### src/rtl/bus_cfg.svh
`ifndef BUS_CFG_SVH
`define BUS_CFG_SVH

`define BUS_ADDR_W 32
`define BUS_DATA_W 32

// core-local timer window, 64 KiB
`define CLINT_BASE 32'h0200_0000
`define CLINT_MASK 32'h0000_ffff

// mtime word offsets inside the window
`define MTIME_LO_OFF 32'h0000_bff8
`define MTIME_HI_OFF 32'h0000_bffc

`endif

### src/rtl/bus_pkg.sv
`include "bus_cfg.svh"

package bus_pkg;

  typedef logic [`BUS_ADDR_W-1:0] addr_t;
  typedef logic [`BUS_DATA_W-1:0] data_t;
  typedef logic [`BUS_DATA_W/8-1:0] strb_t;

  typedef enum logic [1:0] {
    OKAY   = 2'b00,
    SLVERR = 2'b10,
    DECERR = 2'b11
  } axi_resp_e;

  typedef enum logic [1:0] {
    ARB_IDLE,
    ARB_FETCH_RD,
    ARB_LSU_RD,
    ARB_LSU_WR
  } arb_state_e;

  typedef enum logic [1:0] {
    ROUTE_NONE,
    ROUTE_EXT,
    ROUTE_CLINT_RD,
    ROUTE_CLINT_WR
  } route_e;

endpackage

### src/rtl/axi_lite_if.sv
interface axi_lite_if;
  import bus_pkg::*;

  logic      awvalid;
  logic      awready;
  addr_t     awaddr;
  logic      wvalid;
  logic      wready;
  data_t     wdata;
  strb_t     wstrb;
  logic      bvalid;
  logic      bready;
  axi_resp_e bresp;
  logic      arvalid;
  logic      arready;
  addr_t     araddr;
  logic      rvalid;
  logic      rready;
  data_t     rdata;
  axi_resp_e rresp;

  modport manager (
    output awvalid, awaddr, wvalid, wdata, wstrb, bready, arvalid, araddr, rready,
    input  awready, wready, bvalid, bresp, arready, rvalid, rdata, rresp
  );

  // faces a read-only manager, so only ar and r
  modport fetch_manager (
    input  arvalid, araddr, rready,
    output arready, rvalid, rdata, rresp
  );

  modport subordinate (
    input  awvalid, awaddr, wvalid, wdata, wstrb, bready, arvalid, araddr, rready,
    output awready, wready, bvalid, bresp, arready, rvalid, rdata, rresp
  );

endinterface

### src/rtl/bus_arbiter.sv
module bus_arbiter (
  input logic               clock,
  input logic               reset,
  axi_lite_if.fetch_manager fetch_bus,
  axi_lite_if.subordinate   lsu_bus,
  axi_lite_if.manager       out_bus
);
  import bus_pkg::*;

  arb_state_e state;
  arb_state_e state_next;
  logic       grant_fetch;
  logic       grant_lsu_rd;
  logic       grant_lsu_wr;
  logic       resp_done;

  assign grant_fetch  = (state == ARB_FETCH_RD);
  assign grant_lsu_rd = (state == ARB_LSU_RD);
  assign grant_lsu_wr = (state == ARB_LSU_WR);

  assign resp_done = (out_bus.rvalid && out_bus.rready) ||
                     (out_bus.bvalid && out_bus.bready);

  // load/store wins a tie
  always_comb begin
    state_next = state;
    case (state)
      ARB_IDLE: begin
        if (lsu_bus.awvalid && lsu_bus.wvalid) begin
          state_next = ARB_LSU_WR;
        end else if (lsu_bus.arvalid) begin
          state_next = ARB_LSU_RD;
        end else if (fetch_bus.arvalid) begin
          state_next = ARB_FETCH_RD;
        end
      end
      default: begin
        if (resp_done) begin
          state_next = ARB_IDLE;
        end
      end
    endcase
  end

  always_ff @(posedge clock or posedge reset) begin
    if (reset) begin
      state <= ARB_IDLE;
    end else begin
      state <= state_next;
    end
  end

  // request side
  assign out_bus.arvalid = (grant_fetch && fetch_bus.arvalid) ||
                           (grant_lsu_rd && lsu_bus.arvalid);
  assign out_bus.araddr  = grant_fetch ? fetch_bus.araddr : lsu_bus.araddr;
  assign out_bus.rready  = (grant_fetch && fetch_bus.rready) ||
                           (grant_lsu_rd && lsu_bus.rready);
  assign out_bus.awvalid = grant_lsu_wr && lsu_bus.awvalid;
  assign out_bus.awaddr  = lsu_bus.awaddr;
  assign out_bus.wvalid  = grant_lsu_wr && lsu_bus.wvalid;
  assign out_bus.wdata   = lsu_bus.wdata;
  assign out_bus.wstrb   = lsu_bus.wstrb;
  assign out_bus.bready  = grant_lsu_wr && lsu_bus.bready;

  // response goes back only to the granted manager
  assign fetch_bus.arready = grant_fetch && out_bus.arready;
  assign fetch_bus.rvalid  = grant_fetch && out_bus.rvalid;
  assign fetch_bus.rdata   = out_bus.rdata;
  assign fetch_bus.rresp   = out_bus.rresp;

  assign lsu_bus.arready = grant_lsu_rd && out_bus.arready;
  assign lsu_bus.rvalid  = grant_lsu_rd && out_bus.rvalid;
  assign lsu_bus.rdata   = out_bus.rdata;
  assign lsu_bus.rresp   = out_bus.rresp;
  assign lsu_bus.awready = grant_lsu_wr && out_bus.awready;
  assign lsu_bus.wready  = grant_lsu_wr && out_bus.wready;
  assign lsu_bus.bvalid  = grant_lsu_wr && out_bus.bvalid;
  assign lsu_bus.bresp   = out_bus.bresp;

  // a pending response means a held grant that does not move
  grant_held_a: assert property (@(posedge clock) disable iff (reset)
    ((out_bus.rvalid && !out_bus.rready) || (out_bus.bvalid && !out_bus.bready)) |=>
      (state != ARB_IDLE && $stable(state)));

endmodule

### src/rtl/addr_xbar.sv
`include "bus_cfg.svh"

module addr_xbar (
  input logic             clock,
  input logic             reset,
  axi_lite_if.subordinate in_bus,
  axi_lite_if.manager     ext_bus,
  axi_lite_if.manager     clint_bus
);
  import bus_pkg::*;

  route_e route_q;
  route_e route_dec;
  route_e route;
  logic   to_clint;
  logic   to_ext;
  logic   req_hs;
  logic   resp_hs;

  function automatic logic in_clint(input addr_t addr);
    return (addr & ~`CLINT_MASK) == `CLINT_BASE;
  endfunction

  always_comb begin
    route_dec = ROUTE_NONE;
    if (in_bus.arvalid) begin
      route_dec = in_clint(in_bus.araddr) ? ROUTE_CLINT_RD : ROUTE_EXT;
    end else if (in_bus.awvalid) begin
      route_dec = in_clint(in_bus.awaddr) ? ROUTE_CLINT_WR : ROUTE_EXT;
    end
  end

  // live decode until the request is taken, then the latched route
  assign route    = (route_q == ROUTE_NONE) ? route_dec : route_q;
  assign to_clint = (route == ROUTE_CLINT_RD) || (route == ROUTE_CLINT_WR);
  assign to_ext   = (route == ROUTE_EXT);

  assign req_hs  = (in_bus.arvalid && in_bus.arready) ||
                   (in_bus.awvalid && in_bus.awready);
  assign resp_hs = (in_bus.rvalid && in_bus.rready) ||
                   (in_bus.bvalid && in_bus.bready);

  always_ff @(posedge clock or posedge reset) begin
    if (reset) begin
      route_q <= ROUTE_NONE;
    end else if (resp_hs) begin
      route_q <= ROUTE_NONE;
    end else if (req_hs) begin
      route_q <= route;
    end
  end

  assign ext_bus.awvalid = to_ext && in_bus.awvalid;
  assign ext_bus.awaddr  = in_bus.awaddr;
  assign ext_bus.wvalid  = to_ext && in_bus.wvalid;
  assign ext_bus.wdata   = in_bus.wdata;
  assign ext_bus.wstrb   = in_bus.wstrb;
  assign ext_bus.bready  = to_ext && in_bus.bready;
  assign ext_bus.arvalid = to_ext && in_bus.arvalid;
  assign ext_bus.araddr  = in_bus.araddr;
  assign ext_bus.rready  = to_ext && in_bus.rready;

  assign clint_bus.awvalid = to_clint && in_bus.awvalid;
  assign clint_bus.awaddr  = in_bus.awaddr;
  assign clint_bus.wvalid  = to_clint && in_bus.wvalid;
  assign clint_bus.wdata   = in_bus.wdata;
  assign clint_bus.wstrb   = in_bus.wstrb;
  assign clint_bus.bready  = to_clint && in_bus.bready;
  assign clint_bus.arvalid = to_clint && in_bus.arvalid;
  assign clint_bus.araddr  = in_bus.araddr;
  assign clint_bus.rready  = to_clint && in_bus.rready;

  // responses from the selected side only
  assign in_bus.awready = (to_ext && ext_bus.awready) || (to_clint && clint_bus.awready);
  assign in_bus.wready  = (to_ext && ext_bus.wready) || (to_clint && clint_bus.wready);
  assign in_bus.bvalid  = (to_ext && ext_bus.bvalid) || (to_clint && clint_bus.bvalid);
  assign in_bus.bresp   = to_clint ? clint_bus.bresp : ext_bus.bresp;
  assign in_bus.arready = (to_ext && ext_bus.arready) || (to_clint && clint_bus.arready);
  assign in_bus.rvalid  = (to_ext && ext_bus.rvalid) || (to_clint && clint_bus.rvalid);
  assign in_bus.rdata   = to_clint ? clint_bus.rdata : ext_bus.rdata;
  assign in_bus.rresp   = to_clint ? clint_bus.rresp : ext_bus.rresp;

  // a stalled response always has a latched route that does not move
  route_held_a: assert property (@(posedge clock) disable iff (reset)
    ((in_bus.rvalid && !in_bus.rready) || (in_bus.bvalid && !in_bus.bready)) |=>
      (route_q != ROUTE_NONE && $stable(route_q)));

endmodule

### src/rtl/clint_timer.sv
`include "bus_cfg.svh"

module clint_timer (
  input logic             clock,
  input logic             reset,
  axi_lite_if.subordinate bus
);
  import bus_pkg::*;

  logic [63:0] mtime;
  logic        rvalid_q;
  logic        bvalid_q;
  data_t       rdata_q;
  addr_t       rd_off;

  assign rd_off = bus.araddr & `CLINT_MASK;

  always_ff @(posedge clock or posedge reset) begin
    if (reset) begin
      mtime <= '0;
    end else begin
      mtime <= mtime + 64'd1;
    end
  end

  always_ff @(posedge clock or posedge reset) begin
    if (reset) begin
      rvalid_q <= 1'b0;
      bvalid_q <= 1'b0;
    end else begin
      if (bus.arvalid && bus.arready) begin
        rvalid_q <= 1'b1;
      end else if (bus.rready) begin
        rvalid_q <= 1'b0;
      end
      // aw and w arrive together
      if (bus.awvalid && bus.awready && bus.wvalid && bus.wready) begin
        bvalid_q <= 1'b1;
      end else if (bus.bready) begin
        bvalid_q <= 1'b0;
      end
    end
  end

  // sample mtime on the ar handshake
  always_ff @(posedge clock) begin
    if (bus.arvalid && bus.arready) begin
      case (rd_off)
        `MTIME_LO_OFF: rdata_q <= mtime[31:0];
        `MTIME_HI_OFF: rdata_q <= mtime[63:32];
        default:       rdata_q <= '0;
      endcase
    end
  end

  assign bus.arready = !rvalid_q;
  assign bus.rvalid  = rvalid_q;
  assign bus.rdata   = rdata_q;
  assign bus.rresp   = OKAY;

  // mtime is read-only, writes get an error
  assign bus.awready = !bvalid_q;
  assign bus.wready  = !bvalid_q;
  assign bus.bvalid  = bvalid_q;
  assign bus.bresp   = SLVERR;

  rdata_hold_a: assert property (@(posedge clock) disable iff (reset)
    (bus.rvalid && !bus.rready) |=> $stable(bus.rdata));

endmodule

### src/rtl/bus_fabric.sv
module bus_fabric (
  input  logic                clock,
  input  logic                reset,
  // fetch port, read only
  input  logic                fetch_arvalid_i,
  output logic                fetch_arready_o,
  input  bus_pkg::addr_t      fetch_araddr_i,
  output logic                fetch_rvalid_o,
  input  logic                fetch_rready_i,
  output bus_pkg::data_t      fetch_rdata_o,
  output bus_pkg::axi_resp_e  fetch_rresp_o,
  // load/store port
  input  logic                lsu_awvalid_i,
  output logic                lsu_awready_o,
  input  bus_pkg::addr_t      lsu_awaddr_i,
  input  logic                lsu_wvalid_i,
  output logic                lsu_wready_o,
  input  bus_pkg::data_t      lsu_wdata_i,
  input  bus_pkg::strb_t      lsu_wstrb_i,
  output logic                lsu_bvalid_o,
  input  logic                lsu_bready_i,
  output bus_pkg::axi_resp_e  lsu_bresp_o,
  input  logic                lsu_arvalid_i,
  output logic                lsu_arready_o,
  input  bus_pkg::addr_t      lsu_araddr_i,
  output logic                lsu_rvalid_o,
  input  logic                lsu_rready_i,
  output bus_pkg::data_t      lsu_rdata_o,
  output bus_pkg::axi_resp_e  lsu_rresp_o,
  // external manager port
  output logic                ext_awvalid_o,
  input  logic                ext_awready_i,
  output bus_pkg::addr_t      ext_awaddr_o,
  output logic                ext_wvalid_o,
  input  logic                ext_wready_i,
  output bus_pkg::data_t      ext_wdata_o,
  output bus_pkg::strb_t      ext_wstrb_o,
  input  logic                ext_bvalid_i,
  output logic                ext_bready_o,
  input  bus_pkg::axi_resp_e  ext_bresp_i,
  output logic                ext_arvalid_o,
  input  logic                ext_arready_i,
  output bus_pkg::addr_t      ext_araddr_o,
  input  logic                ext_rvalid_i,
  output logic                ext_rready_o,
  input  bus_pkg::data_t      ext_rdata_i,
  input  bus_pkg::axi_resp_e  ext_rresp_i
);

  axi_lite_if fetch_bus ();
  axi_lite_if lsu_bus ();
  axi_lite_if fabric_bus ();
  axi_lite_if ext_bus ();
  axi_lite_if clint_bus ();

  assign fetch_bus.arvalid = fetch_arvalid_i;
  assign fetch_bus.araddr  = fetch_araddr_i;
  assign fetch_bus.rready  = fetch_rready_i;
  assign fetch_arready_o   = fetch_bus.arready;
  assign fetch_rvalid_o    = fetch_bus.rvalid;
  assign fetch_rdata_o     = fetch_bus.rdata;
  assign fetch_rresp_o     = fetch_bus.rresp;

  assign lsu_bus.awvalid = lsu_awvalid_i;
  assign lsu_bus.awaddr  = lsu_awaddr_i;
  assign lsu_bus.wvalid  = lsu_wvalid_i;
  assign lsu_bus.wdata   = lsu_wdata_i;
  assign lsu_bus.wstrb   = lsu_wstrb_i;
  assign lsu_bus.bready  = lsu_bready_i;
  assign lsu_bus.arvalid = lsu_arvalid_i;
  assign lsu_bus.araddr  = lsu_araddr_i;
  assign lsu_bus.rready  = lsu_rready_i;
  assign lsu_awready_o   = lsu_bus.awready;
  assign lsu_wready_o    = lsu_bus.wready;
  assign lsu_bvalid_o    = lsu_bus.bvalid;
  assign lsu_bresp_o     = lsu_bus.bresp;
  assign lsu_arready_o   = lsu_bus.arready;
  assign lsu_rvalid_o    = lsu_bus.rvalid;
  assign lsu_rdata_o     = lsu_bus.rdata;
  assign lsu_rresp_o     = lsu_bus.rresp;

  assign ext_awvalid_o   = ext_bus.awvalid;
  assign ext_awaddr_o    = ext_bus.awaddr;
  assign ext_wvalid_o    = ext_bus.wvalid;
  assign ext_wdata_o     = ext_bus.wdata;
  assign ext_wstrb_o     = ext_bus.wstrb;
  assign ext_bready_o    = ext_bus.bready;
  assign ext_arvalid_o   = ext_bus.arvalid;
  assign ext_araddr_o    = ext_bus.araddr;
  assign ext_rready_o    = ext_bus.rready;
  assign ext_bus.awready = ext_awready_i;
  assign ext_bus.wready  = ext_wready_i;
  assign ext_bus.bvalid  = ext_bvalid_i;
  assign ext_bus.bresp   = ext_bresp_i;
  assign ext_bus.arready = ext_arready_i;
  assign ext_bus.rvalid  = ext_rvalid_i;
  assign ext_bus.rdata   = ext_rdata_i;
  assign ext_bus.rresp   = ext_rresp_i;

  bus_arbiter u_arbiter (
    .clock     (clock),
    .reset     (reset),
    .fetch_bus (fetch_bus),
    .lsu_bus   (lsu_bus),
    .out_bus   (fabric_bus)
  );

  addr_xbar u_xbar (
    .clock     (clock),
    .reset     (reset),
    .in_bus    (fabric_bus),
    .ext_bus   (ext_bus),
    .clint_bus (clint_bus)
  );

  clint_timer u_clint (
    .clock (clock),
    .reset (reset),
    .bus   (clint_bus)
  );

endmodule

### config.mk
export PLATFORM = sky130hd
export DESIGN_NAME = bus_fabric
export DESIGN_NICKNAME = d
export VERILOG_FILES = /design/src/rtl/bus_pkg.sv /design/src/rtl/axi_lite_if.sv /design/src/rtl/bus_arbiter.sv /design/src/rtl/addr_xbar.sv /design/src/rtl/clint_timer.sv /design/src/rtl/bus_fabric.sv
export VERILOG_INCLUDE_DIRS = /design/src /design/src/rtl
export SDC_FILE = /design/constraint.sdc
export NUM_CORES = 1
export LEC_CHECK = 0
export BUFFER_PORTS_ARGS = -buffer_cell sky130_fd_sc_hd__clkbuf_2
export CORE_AREA = 2 2 140 142
export DETAILED_ROUTE_END_ITERATION = 8
export DIE_AREA = 0 0 142 144
export GPL_ROUTABILITY_DRIVEN = 0
export PLACE_DENSITY = 0.68
export SYNTH_ARGS = -nofsm -noshare
export SYNTH_HDL_FRONTEND = slang
export SYNTH_SLANG_ARGS = --single-unit
### constraint.sdc
create_clock -name clock -period 6.1 [get_ports clock]
set_input_delay 1.22 -clock clock [delete_from_list [all_inputs] [get_ports clock]]
set_output_delay 1.22 -clock clock [all_outputs]
set_load 0.005 [all_outputs]
==> results of run 1 <==
report_power, final:
group | switching, mW | internal, mW
sequential | 0.0165 | 0.712
clock | 0.254 | 0.289
combinational | 0.357 | 0.221
synth_stat cells, types with 3 or more instances:
library cell and count:
nand2b_1 5, nor4_1 9, a21oi_1 37, clkbuf_1 15, a31oi_1 4, mux2_1 32, nand4_1 16, and2_1 6
nand3_1 25, inv_1 10, xnor2_1 50, nor3_1 4, dfrtp_1 70, nand2_1 186, and4_1 10, buf_2 12
and3_1 16, nor2_1 22, buf_4 102, xor2_1 12, edfxtp_1 32, nor4b_1 3
logic make-up after synthesis:
family                   after synthesis  share of synthesized area
XOR/XNOR                              62                     0.0847
adder cells (fa/ha/maj)                1                    0.00195
buffers and inverters                142                      0.146
AO/OA/AOI/OAI                         57                     0.0547
AND/OR/NAND/NOR                      315                      0.231
multiplexers                          33                     0.0578
flip-flops                           102                      0.423
worst max-delay path by stage:
stage                             from              end  cells past startpoint  slack (ns)
global placement      lsu_araddr_i[18]    lsu_arready_o                      9        1.02
global route          lsu_araddr_i[30]    lsu_arready_o                      9        0.85
floorplan           fetch_araddr_i[23]  lsu_rdata_o[26]                      8        1.84
detailed placement    lsu_araddr_i[18]    lsu_arready_o                      9        0.98
finish                lsu_araddr_i[18]    lsu_arready_o                      9        1.05
CTS                   lsu_araddr_i[18]    lsu_arready_o                      9        0.96
registers in the layout, indices dropped and copies added (netlist names):
register / count
u_xbar.route_q: 2
u_arbiter.state: 2
u_clint.bus.rdata: 32
u_clint.bus.bvalid: 1
u_clint.bus.rvalid: 1
u_clint.mtime: 64
final cells by class:
type	instances	area, um2	share of cell area
Multi-Input combinational cell	468	2760	0.371
Sequential cell	102	2710	0.364
Timing Repair Buffer	265	1340	0.180
Tap cell	238	298	0.0400
Clock buffer	11	243	0.0326
Inverter	11	41.3	0.00555
Clock inverter	5	33.8	0.00454
Antenna cell	4	10.0	0.00134
metal layers:
metal,up-vias,track usage
met5,-,0
met4,2,0.0516
met3,18,0.0874
met2,238,0.326
met1,2491,0.228
li1,2589,-
==> out/qor.txt, run 1 <==
r2r endpoint: u_clint.bus.rdata[26]$_DFFE_PP_
pwr dens: 248 nW/um2
grt ovf: 0
DIE WIDTH: 142 um
reg-to-reg startpoint: u_arbiter.state[1]$_DFFE_PP0P_
CTS sink cnt: 102
final worst-path cycle share: 0.828
area grow syn2layout: 16.1%
Layout Skew: 0.0116 ns
DRC: 0
Max Clock Freq: 198 MHz
type of the worst setup path: input pin to output port
biggest area consumer among synthesized cells: dfrtp_1
WP data required: 4.88 ns
Post-Layout Cell Count: 1,104
Cell Rows: 51
via count: 5,338
CTS tree: yes
clock slew at reported path FFs: 0.07 ns
top layer in use: met5
Placeable Area: 19,100 um2
root buf cell: clkbuf_16
cell area after layout: 7440 um2
cell count of the worst hold path: 1
RSZ-0062 raised after global routing: false
Initial Util: 0.336
critical-path cell list: clkbuf_2 > nor4_1 > nand4_1 > or4_1 > and3_2 > nor2_1 > a21oi_1 > nor2_1 > clkbuf_2
post_cts resized: 0
Post-DP HPWL: 16,800 um
final WL: 20,800 um
Detail Route Antenna Nets: 0
most common cell after layout, fill and taps aside: clkbuf_2
vias in the first global route: 4,894
metal2 WL: 10,100 um
port buffer count: 259
Worst-Margin Slew: 1.10 ns
DP Cell Count: 1,084
all-layer global routing usage: 0.195
Post-synth EDFFs: 32
R2R depth: 8
hold_buf cts: 0
CTS max path bufs: 2
R2R Setup Slk: 2.32 ns
Seq/Total Area, Yosys: 0.423
Syn Nets: 895
pin count of the biggest net entering global routing: 71
top cell type's share of synthesized area: 0.273
CTS Buf Count: 9
Critical path buffers and inverters: 2
Via-to-Cell Ratio: 4.84
drt pass-1 iters: 5
Fin Hold WS: 0.480 ns
Worst Min Path Start: u_clint.mtime[63]$_DFF_PP0_
clk_lat worst skew: 0.35 ns
Max Cap Viol: 0
startpoint types: input pin
max_slew headroom: 0.263
Synth cell types: 51
outcome: finished clean
WP data arrival: 3.83 ns
synthesized cell area: 6410 um2
share of layout cells above drive strength 1: 0.338
Largest delay share family, worst path: simple AND/OR/NAND/NOR gates
hold endpoint: u_clint.mtime[63]$_DFF_PP0_
HP Class: flip-flop to flip-flop
first-pass GRT wire length: 29,200 um
Syn Area/Cell: 9.00 um2
drt wl/cell: 18.9 um
Die Ht: 144 um
flops & latches, synth: 102
met3 wire len: 2030 um
yosys warns: 0
Cell Area, Placed: 7160 um2
met1 WL: 8360 um
min Tclk post-route: 5.05 ns
Fillers: 1,930
Synth area leaders: dfrtp_1, edfxtp_1, buf_4, nand2_1, xnor2_1
most frequent cells in the layout: clkbuf_2, nand2_1, dfrtp_1
Lkg Pwr: 3.51 nW
total chip power: 1.85 mW
CP Capture Type: output port
final net count: 1,040
Post-synth top flop: dfrtp_1
# H-tree levels: 3
max-slew violations: 0
critical path peak fanout: 41
Final Hold Viols: 0
asr flop ratio synth: 0.686
worst slack, placed: 0.982 ns
die area: 20,400 um2
CP max stage cell: and3_2
initial antenna violation count: 5
endpoints failing setup: 0
post-layout util: 0.390
io pins: 364
cells after synthesis: 712
slowest stage delay, CP: 0.55 ns
Setup Buffers After CTS: 0
VDD IR-drop max: 0.121 mV
Final TNS setup: 0 ns
final setup margin: 1.05 ns
Starting DRT DRC Count: 274
No activity file was read; power rests on OpenSTA's default activity.
==> run 2, diff against run 1 <==
Settings changed: PLACE_DENSITY 0.68 to 0.71.
Clock period 6.1 ns to 4.6 ns, I/O delays scaled along.
==> out/qor.txt, run 2 (synthesis gave the netlist of run 1 again) <==
max_slew headroom: 0.321 (was 0.263)
Placeable Area: 19,100 um2 (unchanged)
via count: 5,498 (was 5,338)
most common cell after layout, fill and taps aside: clkbuf_2 (unchanged)
WP data arrival: 3.18 ns (was 3.83 ns)
vias in the first global route: 5,134 (was 4,894)
all-layer global routing usage: 0.207 (was 0.195)
min Tclk post-route: 4.10 ns
CTS max path bufs: 2 (unchanged)
Lkg Pwr: 3.55 nW (was 3.51 nW)
Max Cap Viol: 0 (unchanged)
slowest stage delay, CP: 0.49 ns (was 0.55 ns)
drt wl/cell: 19.8 um (was 18.9 um)
startpoint types: input pin (unchanged)
VDD IR-drop max: 0.144 mV (was 0.121 mV)
pin count of the biggest net entering global routing: 42 (was 71)
CTS Buf Count: 9 (unchanged)
CP Capture Type: output port (unchanged)
max-slew violations: 0 (unchanged)
Cell Rows: 51 (unchanged)
HP Class: flip-flop to flip-flop (unchanged)
Setup Buffers After CTS: 0 (unchanged)
footprint of the multi-input gates: 2760 um2 (unchanged)
Max Clock Freq: 244 MHz
most flop-heavy register: u_clint.mtime (unchanged)
worst slack, placed: 0.417 ns (was 0.982 ns)
area grow syn2layout: 17.1% (was 16.1%)
Initial Util: 0.336 (unchanged)
max reg flops: 64 (unchanged)
final worst-path cycle share: 0.891
share of layout cells above drive strength 1: 0.341 (was 0.338)
critical-path cell list: clkbuf_2 > nor4_1 > buf_4 > nand4_1 > or4_1 > and3_2 > buf_12 > nor2_1 > a21oi_1 > nor2_1 > clkbuf_2 (was clkbuf_2 > nor4_1 > nand4_1 > or4_1 > and3_2 > nor2_1 > a21oi_1 > nor2_1 > clkbuf_2)
Starting DRT DRC Count: 277 (was 274)
# H-tree levels: 3 (unchanged)
drt pass-1 iters: 4 (was 5)
outcome: finished clean (unchanged)
Critical path buffers and inverters: 4 (was 2)
DIE WIDTH: 142 um (unchanged)
CTS sink cnt: 102 (unchanged)
Largest delay share family, worst path: simple AND/OR/NAND/NOR gates (unchanged)
Final Hold Viols: 0 (unchanged)
critical path peak fanout: 41 (unchanged)
root buf cell: clkbuf_16 (unchanged)
die area: 20,400 um2 (unchanged)
clk_lat worst skew: 0.34 ns (was 0.35 ns)
DRC: 0 (unchanged)
CTS tree: yes (unchanged)
Post-DP HPWL: 17,700 um (was 16,800 um)
io pins: 364 (unchanged)
final net count: 1,045 (was 1,040)
Detail Route Antenna Nets: 0 (unchanged)
final WL: 21,900 um (was 20,800 um)
Die Ht: 144 um (unchanged)
most frequent cells in the layout: clkbuf_2, nand2_1, dfrtp_1 (unchanged)
endpoints failing setup: 0 (unchanged)
Fillers: 1,920 (was 1,930)
first-pass GRT wire length: 31,300 um (was 29,200 um)
Layout Skew: 0.00886 ns (was 0.0116 ns)
initial antenna violation count: 3 (was 5)
clock slew at reported path FFs: 0.07 ns (about the same)
Via-to-Cell Ratio: 4.97 (was 4.84)
post_cts resized: 0 (unchanged)
RSZ-0062 raised after global routing: false (unchanged)
Register Area: 2710 um2 (unchanged)
hold_buf cts: 0 (unchanged)
pwr dens: 329 nW/um2 (was 248 nW/um2)
Worst-Margin Slew: 1.01 ns (was 1.10 ns)
port buffer count: 259 (unchanged)
grt ovf: 0 (unchanged)
final setup margin: 0.499 ns (was 1.05 ns)
type of the worst setup path: input pin to output port (unchanged)
WP data required: 3.68 ns (was 4.88 ns)
CP max stage cell: or4_1 (was and3_2)
Final TNS setup: 0 ns (unchanged)
-- run 2: cell count changes in the layout (fill, tap and decap cells not counted), moves of 2 or more --
cell	change
diode_2	-3
buf_12	+2
buf_4	+3
clkinv_2	+2
-- run 2: where the power goes --
group	internal, mW	total, mW	switching [mW]
clock	0.400	0.728	0.329
combinational	0.297	0.773	0.476
sequential	0.944	0.968	0.0239
total	1.64	2.47	0.829
-- run 2: metal layers --
| layer | up-vias | share of wire | track usage |
|---|---|---|---|
| met4 | 4 | 0.016 | 0.0495 |
| li1 | 2596 | - | - |
| met5 | - | 0.00096 | 0 |
| met1 | 2600 | 0.39 | 0.256 |
| met2 | 275 | 0.49 | 0.346 |
| met3 | 23 | 0.096 | 0.0765 |
-- run 2: worst paths after layout --
check | depth (start not counted) | start | slack, ns | end
worst max register to register | 8 | u_arbiter.state[1]$_DFFE_PP0P_ | 1.69 | u_clint.bus.rdata[8]$_DFFE_PP_
worst min-delay path | 1 | u_clint.mtime[63]$_DFF_PP0_ | 0.48 | u_clint.mtime[63]$_DFF_PP0_
worst max-delay path | 11 | lsu_araddr_i[30] | 0.50 | lsu_arready_o
min in group asynchronous | 2 | reset | 0.73 | u_xbar.route_q[1]$_DFFE_PP0P_
worst min register to register | 1 | u_clint.mtime[63]$_DFF_PP0_ | 0.48 | u_clint.mtime[63]$_DFF_PP0_
max in group asynchronous | 3 | reset | 2.92 | u_clint.mtime[53]$_DFF_PP0_
-- run 2: layout make-up --
type                    instances  share of cell area
clock inverters                 5             0.00400
inverters                      11             0.00550
repair buffers                270               0.187
clock buffers                  11              0.0338
well taps                     238              0.0397
flip-flops and latches        102               0.361
multi-input cells             468               0.368
diodes                          1            0.000333
-- run 2: stage by stage --
step / cells / total power [mW] / util / hold slack [ns] / cell area (um2)
after CTS: 1105 / 2.49 / 0.393 / 0.480 / 7500
after floorplan: 712 / 1.46 / - / 0.445 / 6410
after global placement: 1089 / 1.76 / 0.378 / 0.462 / 7220
after detailed placement: 1089 / 1.77 / 0.378 / 0.466 / 7220
after global routing: 1106 / 2.62 / 0.393 / 0.510 / 7500
final: 1106 / 2.47 / 0.393 / 0.479 / 7500
